===== src/common/queue_pkg.sv =====
/*
  Shared widths, operation codes and depths for the arithmetic request queue.
  Modules import this package inside their bodies and use scoped names in port lists.
*/
package queue_pkg;

  // --------------------
  // Data widths
  localparam int OPND_W = 16;
  localparam int RES_W  = 32;
  localparam int OP_W   = 2;

  // Request word layout, op on top then a then b
  localparam int REQ_W  = OP_W + 2 * OPND_W;
  localparam int B_LSB  = 0;
  localparam int A_LSB  = B_LSB + OPND_W;
  localparam int OP_LSB = A_LSB + OPND_W;

  // --------------------
  // Queue sizing and pacing
  localparam int REQ_DEPTH  = 8;
  localparam int RESP_DEPTH = 4;
  localparam int RESP_GAP   = 4;

  // Counter widths, each wide enough to hold its full value
  localparam int CREDIT_W = $clog2(RESP_DEPTH + 1);
  localparam int GAP_W    = $clog2(RESP_GAP + 1);
  localparam int DROP_W   = 16;

  // --------------------
  // Types
  typedef logic [OPND_W-1:0]   operand_t;
  typedef logic [RES_W-1:0]    result_t;
  typedef logic [REQ_W-1:0]    req_word_t;
  typedef logic [DROP_W-1:0]   drop_count_t;
  typedef logic [CREDIT_W-1:0] credit_t;

  // ALU operation select
  typedef enum logic [OP_W-1:0] {
    OP_ADD = 2'd0,
    OP_SUB = 2'd1,
    OP_MUL = 2'd2,
    OP_XOR = 2'd3
  } alu_op_e;

endpackage

===== src/alu_queue_top.sv =====
/*
  Top level of the arithmetic request queue, ingress to engine to egress.
  Requests come in as strobes and results leave in acceptance order.
*/
`timescale 1ns/1ps

module alu_queue_top (
  input  logic                   clk,
  input  logic                   rst,
  // Request strobe and fields
  input  logic                   req_valid,
  input  queue_pkg::alu_op_e     req_op,
  input  queue_pkg::operand_t    req_a,
  input  queue_pkg::operand_t    req_b,
  // Paced result strobe
  output logic                   resp_valid,
  output queue_pkg::result_t     resp_data,
  // Requests lost to a full input FIFO
  output queue_pkg::drop_count_t drop_count
);

  // --------------------
  // Internal links
  queue_pkg::req_word_t req_word;
  logic                 req_empty;
  logic                 req_pop;
  logic                 res_push;
  queue_pkg::result_t   res_data;
  logic                 res_drain;

  // Input buffering and drop count
  req_ingress u_ingress (
    .clk        (clk),
    .rst        (rst),
    .req_valid  (req_valid),
    .req_op     (req_op),
    .req_a      (req_a),
    .req_b      (req_b),
    .req_pop    (req_pop),
    .req_word   (req_word),
    .req_empty  (req_empty),
    .drop_count (drop_count)
  );

  // Credit based ALU pipeline
  alu_engine u_engine (
    .clk       (clk),
    .rst       (rst),
    .req_word  (req_word),
    .req_empty (req_empty),
    .req_pop   (req_pop),
    .res_drain (res_drain),
    .res_push  (res_push),
    .res_data  (res_data)
  );

  // Result buffering and pacing
  resp_egress u_egress (
    .clk        (clk),
    .rst        (rst),
    .res_push   (res_push),
    .res_data   (res_data),
    .res_drain  (res_drain),
    .resp_valid (resp_valid),
    .resp_data  (resp_data)
  );

endmodule


===== src/resp_egress.sv =====
/*
  Output side of the queue. Results wait in the result FIFO and leave as
  single cycle strobes, at least RESP_GAP cycles apart.
*/
`timescale 1ns/1ps

module resp_egress (
  input  logic               clk,
  input  logic               rst,
  // From the engine
  input  logic               res_push,
  input  queue_pkg::result_t res_data,
  output logic               res_drain,
  // To the consumer
  output logic               resp_valid,
  output queue_pkg::result_t resp_data
);

  import queue_pkg::*;

  logic             res_empty;
  result_t          head;
  logic [GAP_W-1:0] gap_cnt;
  logic             gap_done;

  // --------------------
  // Result FIFO
  // Engine credits keep pushes away from a full FIFO
  fifo #(
    .entry_t (result_t),
    .DEPTH   (RESP_DEPTH)
  ) u_res_fifo (
    .clk   (clk),
    .rst   (rst),
    .push  (res_push),
    .pop   (res_drain),
    .wdata (res_data),
    .empty (res_empty),
    .full  (),
    .rdata (head)
  );

  // --------------------
  // Pacing
  // Zero means expired, reload counts the release cycle itself
  assign gap_done  = (gap_cnt == '0);
  assign res_drain = !res_empty && gap_done;

  always_ff @(posedge clk) begin
    if (rst) begin
      gap_cnt <= '0;
    end else if (res_drain) begin
      gap_cnt <= GAP_W'(RESP_GAP - 1);
    end else if (!gap_done) begin
      gap_cnt <= gap_cnt - 1'b1;
    end
  end

  // --------------------
  // Output register
  always_ff @(posedge clk) begin
    if (rst) begin
      resp_valid <= 1'b0;
    end else begin
      resp_valid <= res_drain;
    end
  end

  // Data holds between strobes
  always_ff @(posedge clk) begin
    if (res_drain) begin
      resp_data <= head;
    end
  end

endmodule


===== src/alu_engine.sv =====
/*
  Two stage ALU between the request and result FIFOs. Pops whenever a request
  is waiting and a result slot is free, result appears two cycles after pop.
*/
`timescale 1ns/1ps

module alu_engine (
  input  logic                 clk,
  input  logic                 rst,
  // Request FIFO head, read data is combinational
  input  queue_pkg::req_word_t req_word,
  input  logic                 req_empty,
  output logic                 req_pop,
  // Result FIFO, drain returns one credit
  input  logic                 res_drain,
  output logic                 res_push,
  output queue_pkg::result_t   res_data
);

  import queue_pkg::*;

  credit_t  credits;
  logic     s1_valid;
  alu_op_e  s1_op;
  operand_t s1_a;
  operand_t s1_b;
  result_t  alu_res;
  result_t  ext_a;
  result_t  ext_b;

  // --------------------
  // Pop and credits
  // Each credit stands for one free result FIFO slot
  assign req_pop = !req_empty && (credits != '0);

  always_ff @(posedge clk) begin
    if (rst) begin
      credits <= credit_t'(RESP_DEPTH);
    end else begin
      case ({req_pop, res_drain})
        2'b10:   credits <= credits - 1'b1;
        2'b01:   credits <= credits + 1'b1;
        default: credits <= credits;
      endcase
    end
  end

  // --------------------
  // Stage 1, capture head at the pop edge
  always_ff @(posedge clk) begin
    if (rst) begin
      s1_valid <= 1'b0;
    end else begin
      s1_valid <= req_pop;
    end
  end

  always_ff @(posedge clk) begin
    if (req_pop) begin
      s1_op <= alu_op_e'(req_word[OP_LSB +: OP_W]);
      s1_a  <= req_word[A_LSB +: OPND_W];
      s1_b  <= req_word[B_LSB +: OPND_W];
    end
  end

  // --------------------
  // Stage 2, compute and register
  assign ext_a = result_t'(s1_a);
  assign ext_b = result_t'(s1_b);

  always_comb begin
    case (s1_op)
      OP_ADD:  alu_res = ext_a + ext_b;
      // Wraps modulo 2^32 when b exceeds a
      OP_SUB:  alu_res = ext_a - ext_b;
      // 16x16 product fits the result word exactly
      OP_MUL:  alu_res = ext_a * ext_b;
      default: alu_res = ext_a ^ ext_b;
    endcase
  end

  always_ff @(posedge clk) begin
    if (rst) begin
      res_push <= 1'b0;
    end else begin
      res_push <= s1_valid;
    end
  end

  always_ff @(posedge clk) begin
    if (s1_valid) begin
      res_data <= alu_res;
    end
  end

endmodule


===== src/req_ingress.sv =====
/*
  Input side of the queue. Request strobes are packed and pushed into the
  request FIFO, requests that meet a full FIFO are dropped and counted.
*/
`timescale 1ns/1ps

module req_ingress (
  input  logic                  clk,
  input  logic                  rst,
  // Producer side, strobe qualifies the fields in the same cycle
  input  logic                  req_valid,
  input  queue_pkg::alu_op_e    req_op,
  input  queue_pkg::operand_t   req_a,
  input  queue_pkg::operand_t   req_b,
  // Engine side
  input  logic                  req_pop,
  output queue_pkg::req_word_t  req_word,
  output logic                  req_empty,
  // Overload status
  output queue_pkg::drop_count_t drop_count
);

  import queue_pkg::*;

  req_word_t in_word;
  logic      req_full;
  logic      accept;
  logic      drop;

  // --------------------
  // Accept or drop
  // Field order must match the slices in the engine
  assign in_word = {req_op, req_a, req_b};

  // No back-pressure, so a full FIFO loses the request
  assign accept = req_valid && !req_full;
  assign drop   = req_valid && req_full;

  fifo #(
    .entry_t (req_word_t),
    .DEPTH   (REQ_DEPTH)
  ) u_req_fifo (
    .clk   (clk),
    .rst   (rst),
    .push  (accept),
    .pop   (req_pop),
    .wdata (in_word),
    .empty (req_empty),
    .full  (req_full),
    .rdata (req_word)
  );

  // --------------------
  // Drop counter
  // Saturates at all ones instead of wrapping
  always_ff @(posedge clk) begin
    if (rst) begin
      drop_count <= '0;
    end else if (drop && (drop_count != '1)) begin
      drop_count <= drop_count + 1'b1;
    end
  end

endmodule


===== src/fifo.sv =====
/*
  Pointer based FIFO for any entry type, DEPTH must be a power of two.
  Read data shows the head entry combinationally while not empty.
*/
`timescale 1ns/1ps

module fifo #(
  parameter type entry_t = logic [31:0],
  parameter int  DEPTH   = 8
) (
  input  logic   clk,
  input  logic   rst,
  input  logic   push,
  input  logic   pop,
  input  entry_t wdata,
  output logic   empty,
  output logic   full,
  output entry_t rdata
);

  localparam int ADDR_W = $clog2(DEPTH);

  // Extra top bit tells a wrapped writer from an equal reader
  logic [ADDR_W:0] wptr;
  logic [ADDR_W:0] rptr;

  // --------------------
  // Pointers
  always_ff @(posedge clk) begin
    if (rst) begin
      wptr <= '0;
      rptr <= '0;
    end else begin
      if (push) begin
        wptr <= wptr + 1'b1;
      end
      if (pop) begin
        rptr <= rptr + 1'b1;
      end
    end
  end

  assign empty = (wptr == rptr);

  // --------------------
  // Storage and flags
  generate
    if (DEPTH == 1) begin : g_single
      entry_t slot;

      // Single slot, any pointer difference means full
      assign full = (wptr != rptr);

      always_ff @(posedge clk) begin
        if (rst) begin
          slot <= '0;
        end else if (push) begin
          slot <= wdata;
        end
      end

      assign rdata = slot;
    end else begin : g_array
      entry_t mem [DEPTH];

      // Same slot, different lap
      assign full = (wptr[ADDR_W-1:0] == rptr[ADDR_W-1:0]) &&
                    (wptr[ADDR_W] != rptr[ADDR_W]);

      always_ff @(posedge clk) begin
        if (rst) begin
          mem <= '{default: '0};
        end else if (push) begin
          mem[wptr[ADDR_W-1:0]] <= wdata;
        end
      end

      // Head entry
      assign rdata = mem[rptr[ADDR_W-1:0]];
    end
  endgenerate

endmodule


===== config.mk =====
export PLATFORM = sky130hd
export DESIGN_NAME = alu_queue_top
export DESIGN_NICKNAME = d
export VERILOG_FILES = /design/src/common/queue_pkg.sv /design/src/alu_queue_top.sv /design/src/resp_egress.sv /design/src/alu_engine.sv /design/src/req_ingress.sv /design/src/fifo.sv
export SDC_FILE = /design/constraint.sdc
export NUM_CORES = 2
export LEC_CHECK = 0
export ABC_AREA = 1
export BUFFER_PORTS_ARGS = -buffer_cell sky130_fd_sc_hd__buf_2
export CAP_MARGIN = 20
export CORE_MARGIN = 1.5
export CORE_UTILIZATION = 40
export DETAILED_ROUTE_END_ITERATION = 8
export HOLD_SLACK_MARGIN = 0.15
export SYNTH_ARGS = -nofsm -noshare
export SYNTH_HDL_FRONTEND = slang
export SYNTH_SLANG_ARGS = --single-unit

===== constraint.sdc =====
create_clock -name clk -period 5.8 [get_ports clk]
set_clock_uncertainty 0.05 [all_clocks]
set_input_delay 0.29 -clock clk [delete_from_list [all_inputs] [get_ports clk]]
set_output_delay 0.29 -clock clk [all_outputs]
set_load 0.02 [all_outputs]

After elaboration in Yosys (flattened, before gate mapping)
Index checks and enable logic that the tools add are counted.
- bits of input ports: 37
- word-level logic and storage cells: 92
- flip-flop bits (word level): 537
- mux-type cells: 16
- eq/ne operators: 10
- reductions and logical operators: 16
- add/subtract/negate cells: 10
- multipliers: 1
- bitwise logic cells: 5
- order comparisons: 6
- operator list (kind ; number):
    bitwise mux 272 bit ; 1
    bitwise mux 128 bit ; 1
    binary-select mux 34 bit (select 3 bit) ; 1
    demux 34 bit (select 3 bit) ; 1
    two-way mux 34 bit ; 3
    two-way mux 32 bit ; 3
    case mux 32 bit (3 select lines) ; 1
    binary-select mux 32 bit (select 2 bit) ; 1
    demux 32 bit (select 2 bit) ; 1
    multiplier 16 x 16 -> 32 bit ; 1
    adder 16 x 16 -> 17 bit ; 1
    subtractor 16 x 16 -> 17 bit ; 1
    adder 16 x 1 -> 16 bit, second input constant ; 1
    inequality test 16 bit, second input constant ; 1
    bitwise XOR 16 bit ; 1
    adder 3 x 1 -> 3 bit, second input constant ; 3
    adder 4 x 1 -> 4 bit, second input constant ; 2
    greater-or-equal comparator 4 bit, second input constant ; 2
    logical AND 1 bit ; 8
    inverter 3 -> 4 bit ; 2
    equality test 3 bit ; 2
    greater-or-equal comparator 3 bit, second input constant ; 2
    inverter 2 -> 3 bit ; 2
    case mux 3 bit (2 select lines) ; 1
    15 further kinds ; 21

Depth between registers and ports, before layout
- depth after elaboration: 6
- depth in mapped cells: 28
- depth with buffers taken out: 26

Hierarchy
A second synthesis with hierarchy kept.
- cells, all modules: 5216
- area, all modules: 35650.4 um2
- modules (own cells, without submodules) (module ; instances ; area each (um2) ; seq. area each (um2) ; cells an instance):
    alu_engine ; 1 ; 13864.5 ; 2082.0 ; 1894
    fifo at u_ingress.u_req_fifo ; 1 ; 13262.7 ; 5605.4 ; 2145
    fifo at u_egress.u_res_fifo ; 1 ; 6319.8 ; 2682.6 ; 955
    resp_egress ; 1 ; 1152.4 ; 1041.0 ; 57
    req_ingress ; 1 ; 1051.0 ; 320.3 ; 165

Worst setup path after synthesis
OpenSTA, ideal clock, no wires.
- kind: register -> register
- start point: register u_engine.s1_b[1]
- end point: register u_engine.res_data[18] (data pin)
- data required time: 5494 ps
- setup slack: 279 ps
- period minus slack after synthesis: 5521 ps
- data arrival time: 5215 ps
- buffers on the path: 2
- stages on the path, launching flop included: 23
- library setup time: 256 ps
- path through: edfxtp_1 clkbuf_1 clkbuf_1 nand2_1 fa_1 fa_1 inv_1 fa_1 fa_1 fa_1 inv_1 fa_1 inv_1 ha_1 nand2_1 inv_1 nand2_1 nand2_1 a21oi_1 nand2_1 or2_2 nand3_1 nand2_1
- cells in the longest elaborated chain, start to end: 2
- elaborated cells between the ends (all ways): 3
- RTL lines (item ; RTL line ; source):
    start, declared ; alu_engine.sv:26 ; operand_t s1_b;
    start signal, assigned ; alu_engine.sv:62 ; s1_b <= req_word[B_LSB +: OPND_W];
    multiplier 16 x 16 -> 32 bit / subtractor 16 x 16 -> 17 bit (equally long branches) ; alu_engine.sv:77, alu_engine.sv:75 ;
    case mux 32 bit (3 select lines) * ; alu_engine.sv:72 ; case (s1_op)
    end signal, assigned ; alu_engine.sv:92 ; res_data <= alu_res;
    end, declared ; alu_engine.sv:17 ; output queue_pkg::result_t res_data
Every way passes the cells marked *; elsewhere a longest branch is shown, timed or not.
A chain may end at the register's enable or synchronous reset.

Worst setup path in the final report
- start point: register u_engine.s1_a[9]
- end point: register u_engine.res_data[15] (data pin)
- cells in the longest elaborated chain, start to end: 2
- elaborated cells between the ends (all ways): 4
- RTL lines (item ; RTL line ; source):
    start, declared ; alu_engine.sv:25 ; operand_t s1_a;
    start signal, assigned ; alu_engine.sv:61 ; s1_a <= req_word[A_LSB +: OPND_W];
    multiplier 16 x 16 -> 32 bit, or another cell as far along ; alu_engine.sv:77 ; OP_MUL: alu_res = ext_a * ext_b;
    case mux 32 bit (3 select lines) * ; alu_engine.sv:72 ;
    net u_engine.alu_res[15] ; alu_engine.sv:27 ; result_t alu_res;
Mark *: on every way through the listed nets, which the timed path passes. The rest lies on a longest branch.

==> metrics <==
commonest cells in the netlist=943 x nand2_1, 671 x nor2_1, 572 x inv_1; endpoint class of the critical path=flop; synthesized area=0.0340 sq mm; Clock Sinks=537; depth of the most critical reg-to-reg path=21; gr ovfl total=0; sequential area share after synthesis=34.5%; Synth-to-Final Area Change=13.0%; Antenna Nets Post-Route=0; post-synth net total=5072; Slew Limit Headroom=23.4%; Async SR Flop Fraction=0%; Synth top area share=25.8%; die span in x=295 um; # rows=106; clock buffer depth=3; fin cells=5873; hold wc startpoint=u_ingress.u_req_fifo.g_array.mem[78]; Nets=5068; clock root cell=clkbuf_16; Mapped Cells=4691; core box area=0.0840 sq mm; Avg WL per Cell=17.6 um; hpwl dp=67300 um; flops & latches, synth=537; max_cap viols=0; yosys warns=0; reg-to-reg startpoint=u_engine.s1_a[9]; H-Tree Depth=3; status=complete, no violations; CTS tree=yes; most frequent cell after synthesis=nand2_1; Finish-stage setup viols=0; Buffers on Ports=85; Worst Hold End=u_ingress.u_req_fifo.g_array.mem[78]; Ports=86; gpl congestion=0.952; hold crit path type=reg -> reg; FF-to-FF setup slack=0.21 ns; DIE AREA=0.0868 sq mm; Worst-Margin Slew=1.15 ns; top cells by area, synth=dfxtp_1 26%, fa_1 12%, nand2_1 10%, edfxtp_1 8.6%, nor2_1 7.4%; CTS clk-pin slew, worst paths=0.06 ns; worst setup margin=0.212 ns; WP data required=6.04 ns; RSZ-0062 raised after global routing=false; Worst setup SP type=flop; Final Slew Violations=0; n_diodes=0; Tcrit/Tclk final=96.3%; Primary FF master, synth=dfxtp_1; Hold Path Stages=2; Die Y=295 um; initial antenna violation count=1; EDFF count, synth=98; routed vias/inst=5.23; critical path class=reg -> reg; Vias=30704; TritonCTS Buffers=66; 1st-iter DRT viols=2508; placed insts=5693; fraction of layout cells with a size suffix above 1=8.27%; worst reg2reg endpoint=u_engine.res_data[15]; Final TNS setup=0 ns; Worst Path Arrival=5.83 ns; final wirelength=103000 um; global-route wire length before repair=163000 um; Yosys top cell by area=dfxtp_1; number of global-route vias before repair=29100; Critical Path Fanout Max=17; 1st-pass router iterations=5; Mean Syn Cell Area=7.26 sq um; worst-skew pair later-pin latency=0.62 ns; pre-CTS setup slack=0.0972 ns; Final Hold Viols=0; largest net degree at the start of global routing=163; Final min period=5.59 ns; distinct cell type count after synthesis=39; Initial Util=40.5%; fmax=0.179 GHz; # DRC=0; GR Util All Layers=23.7%
## critical path, stage by stage, from the launching register on
cell      delay, ns
edfxtp_1       0.42
buf_12         0.18
nand2_1        0.07
inv_1          0.05
fa_1           0.53
inv_1          0.06
fa_1           0.49
inv_1          0.05
fa_1           0.48
fa_1           0.51
fa_1           0.49
inv_1          0.05
fa_1           0.47
inv_1          0.04
ha_2           0.39
nand2_2        0.12
nor2_4         0.15
nand3_1        0.10
nand3_1        0.18
nand2_1        0.08
nand3_1        0.12
nand4_1        0.16
## worst max path at each step
stage	startpoint	end	slack, ns	depth (start not counted)
finish	u_engine.s1_a[9]	u_engine.res_data[15]	0.21	21
global route	u_engine.s1_b[15]	u_engine.res_data[28]	0.007	20
floorplan	u_engine.s1_b[1]	u_engine.res_data[18]	0.28	22
detailed placement	u_engine.s1_b[9]	u_engine.res_data[27]	0.1	21
global placement	u_engine.s1_b[9]	u_engine.res_data[27]	0.1	21
CTS	u_engine.s1_a[7]	u_engine.res_data[15]	0.09	21
## cell families after synthesis
kind of cell | after synthesis | share of synthesized area (%)
XOR/XNOR | 25 | 0.665
buffers and inverters | 902 | 10.7
AO/OA/AOI/OAI | 825 | 12.6
adder cells (fa/ha/maj) | 344 | 17.0
AND/OR/NAND/NOR | 2058 | 24.5
flip-flops | 537 | 34.5
## routing by layer
metal  vias to the layer above  global-route usage (%)  share of wire, %
met3                       163                    3.57               6.2
li1                      14916                       -                 -
met5                         -                       0             0.013
met2                       945                    38.4                47
met4                         2                    7.47               2.7
met1                     14678                    32.4                44
## per-stage QoR
stage | instance area (sq um) | util (%) | hold WS (ns)
2_1_floorplan | 34000 | - | 0.386
3_3_place_gp | 35400 | 42.2 | 0.394
3_5_place_dp | 35400 | 42.2 | 0.399
4_1_cts | 38100 | 45.4 | 0.408
5_1_grt | 38500 | 45.8 | 0.418
6_report | 38500 | 45.8 | 0.407
## cell type report
| class | instances | area (sq um) |
|---|---|---|
| flip-flops and latches | 537 | 11700 |
| well taps | 1134 | 1420 |
| inverters | 578 | 2180 |
| clock inverters | 29 | 375 |
| clock buffers | 91 | 1940 |
| multi-input cells | 3252 | 18900 |
| fillers | 8548 | 45500 |
| repair buffers | 252 | 1940 |
## layout by cell type, fill, tap and decap left out, drive strengths merged, types with 6 or more instances in the layout
master         n
xnor2         13
buf          214
o22ai         67
nand3        380
a21oi        343
a31oi         36
nand4         29
ha           147
edfxtp        98
o21ai        368
fa           197
nor3          11
xor2          12
inv          578
clkbuf        92
nand2        954
clkinv        25
nor2         671
and2           6
dfxtp        439
dlygate4sd3   37
## state kept, by name, indices dropped and copies added, names as in the netlist, 2 cells and up
register                          flops
u_ingress.u_req_fifo.g_array.mem    272
u_egress.u_res_fifo.g_array.mem     128
u_egress.resp_data                   32
u_engine.res_data                    32
u_engine.s1_a                        16
u_engine.s1_b                        16
u_ingress.drop_count                 16
u_ingress.u_req_fifo.rptr             4
u_ingress.u_req_fifo.wptr             4
u_egress.gap_cnt                      3
u_egress.u_res_fifo.rptr              3
u_egress.u_res_fifo.wptr              3
u_engine.credits                      3
u_engine.s1_op                        2
## what timing repair did
| item | 4_1_cts | 5_1_grt |
|---|---|---|
| hold endpoints to repair | 281 | 0 |
| setup endpoints to repair | 0 | 20 |
| setup buffers | 0 | 23 |
| hold buffers | 37 | 0 |
| gates resized for setup | 0 | 45 |
Power is not shown: default switching activity piles up to over one toggle a cycle in this logic, so the estimate is an artifact.
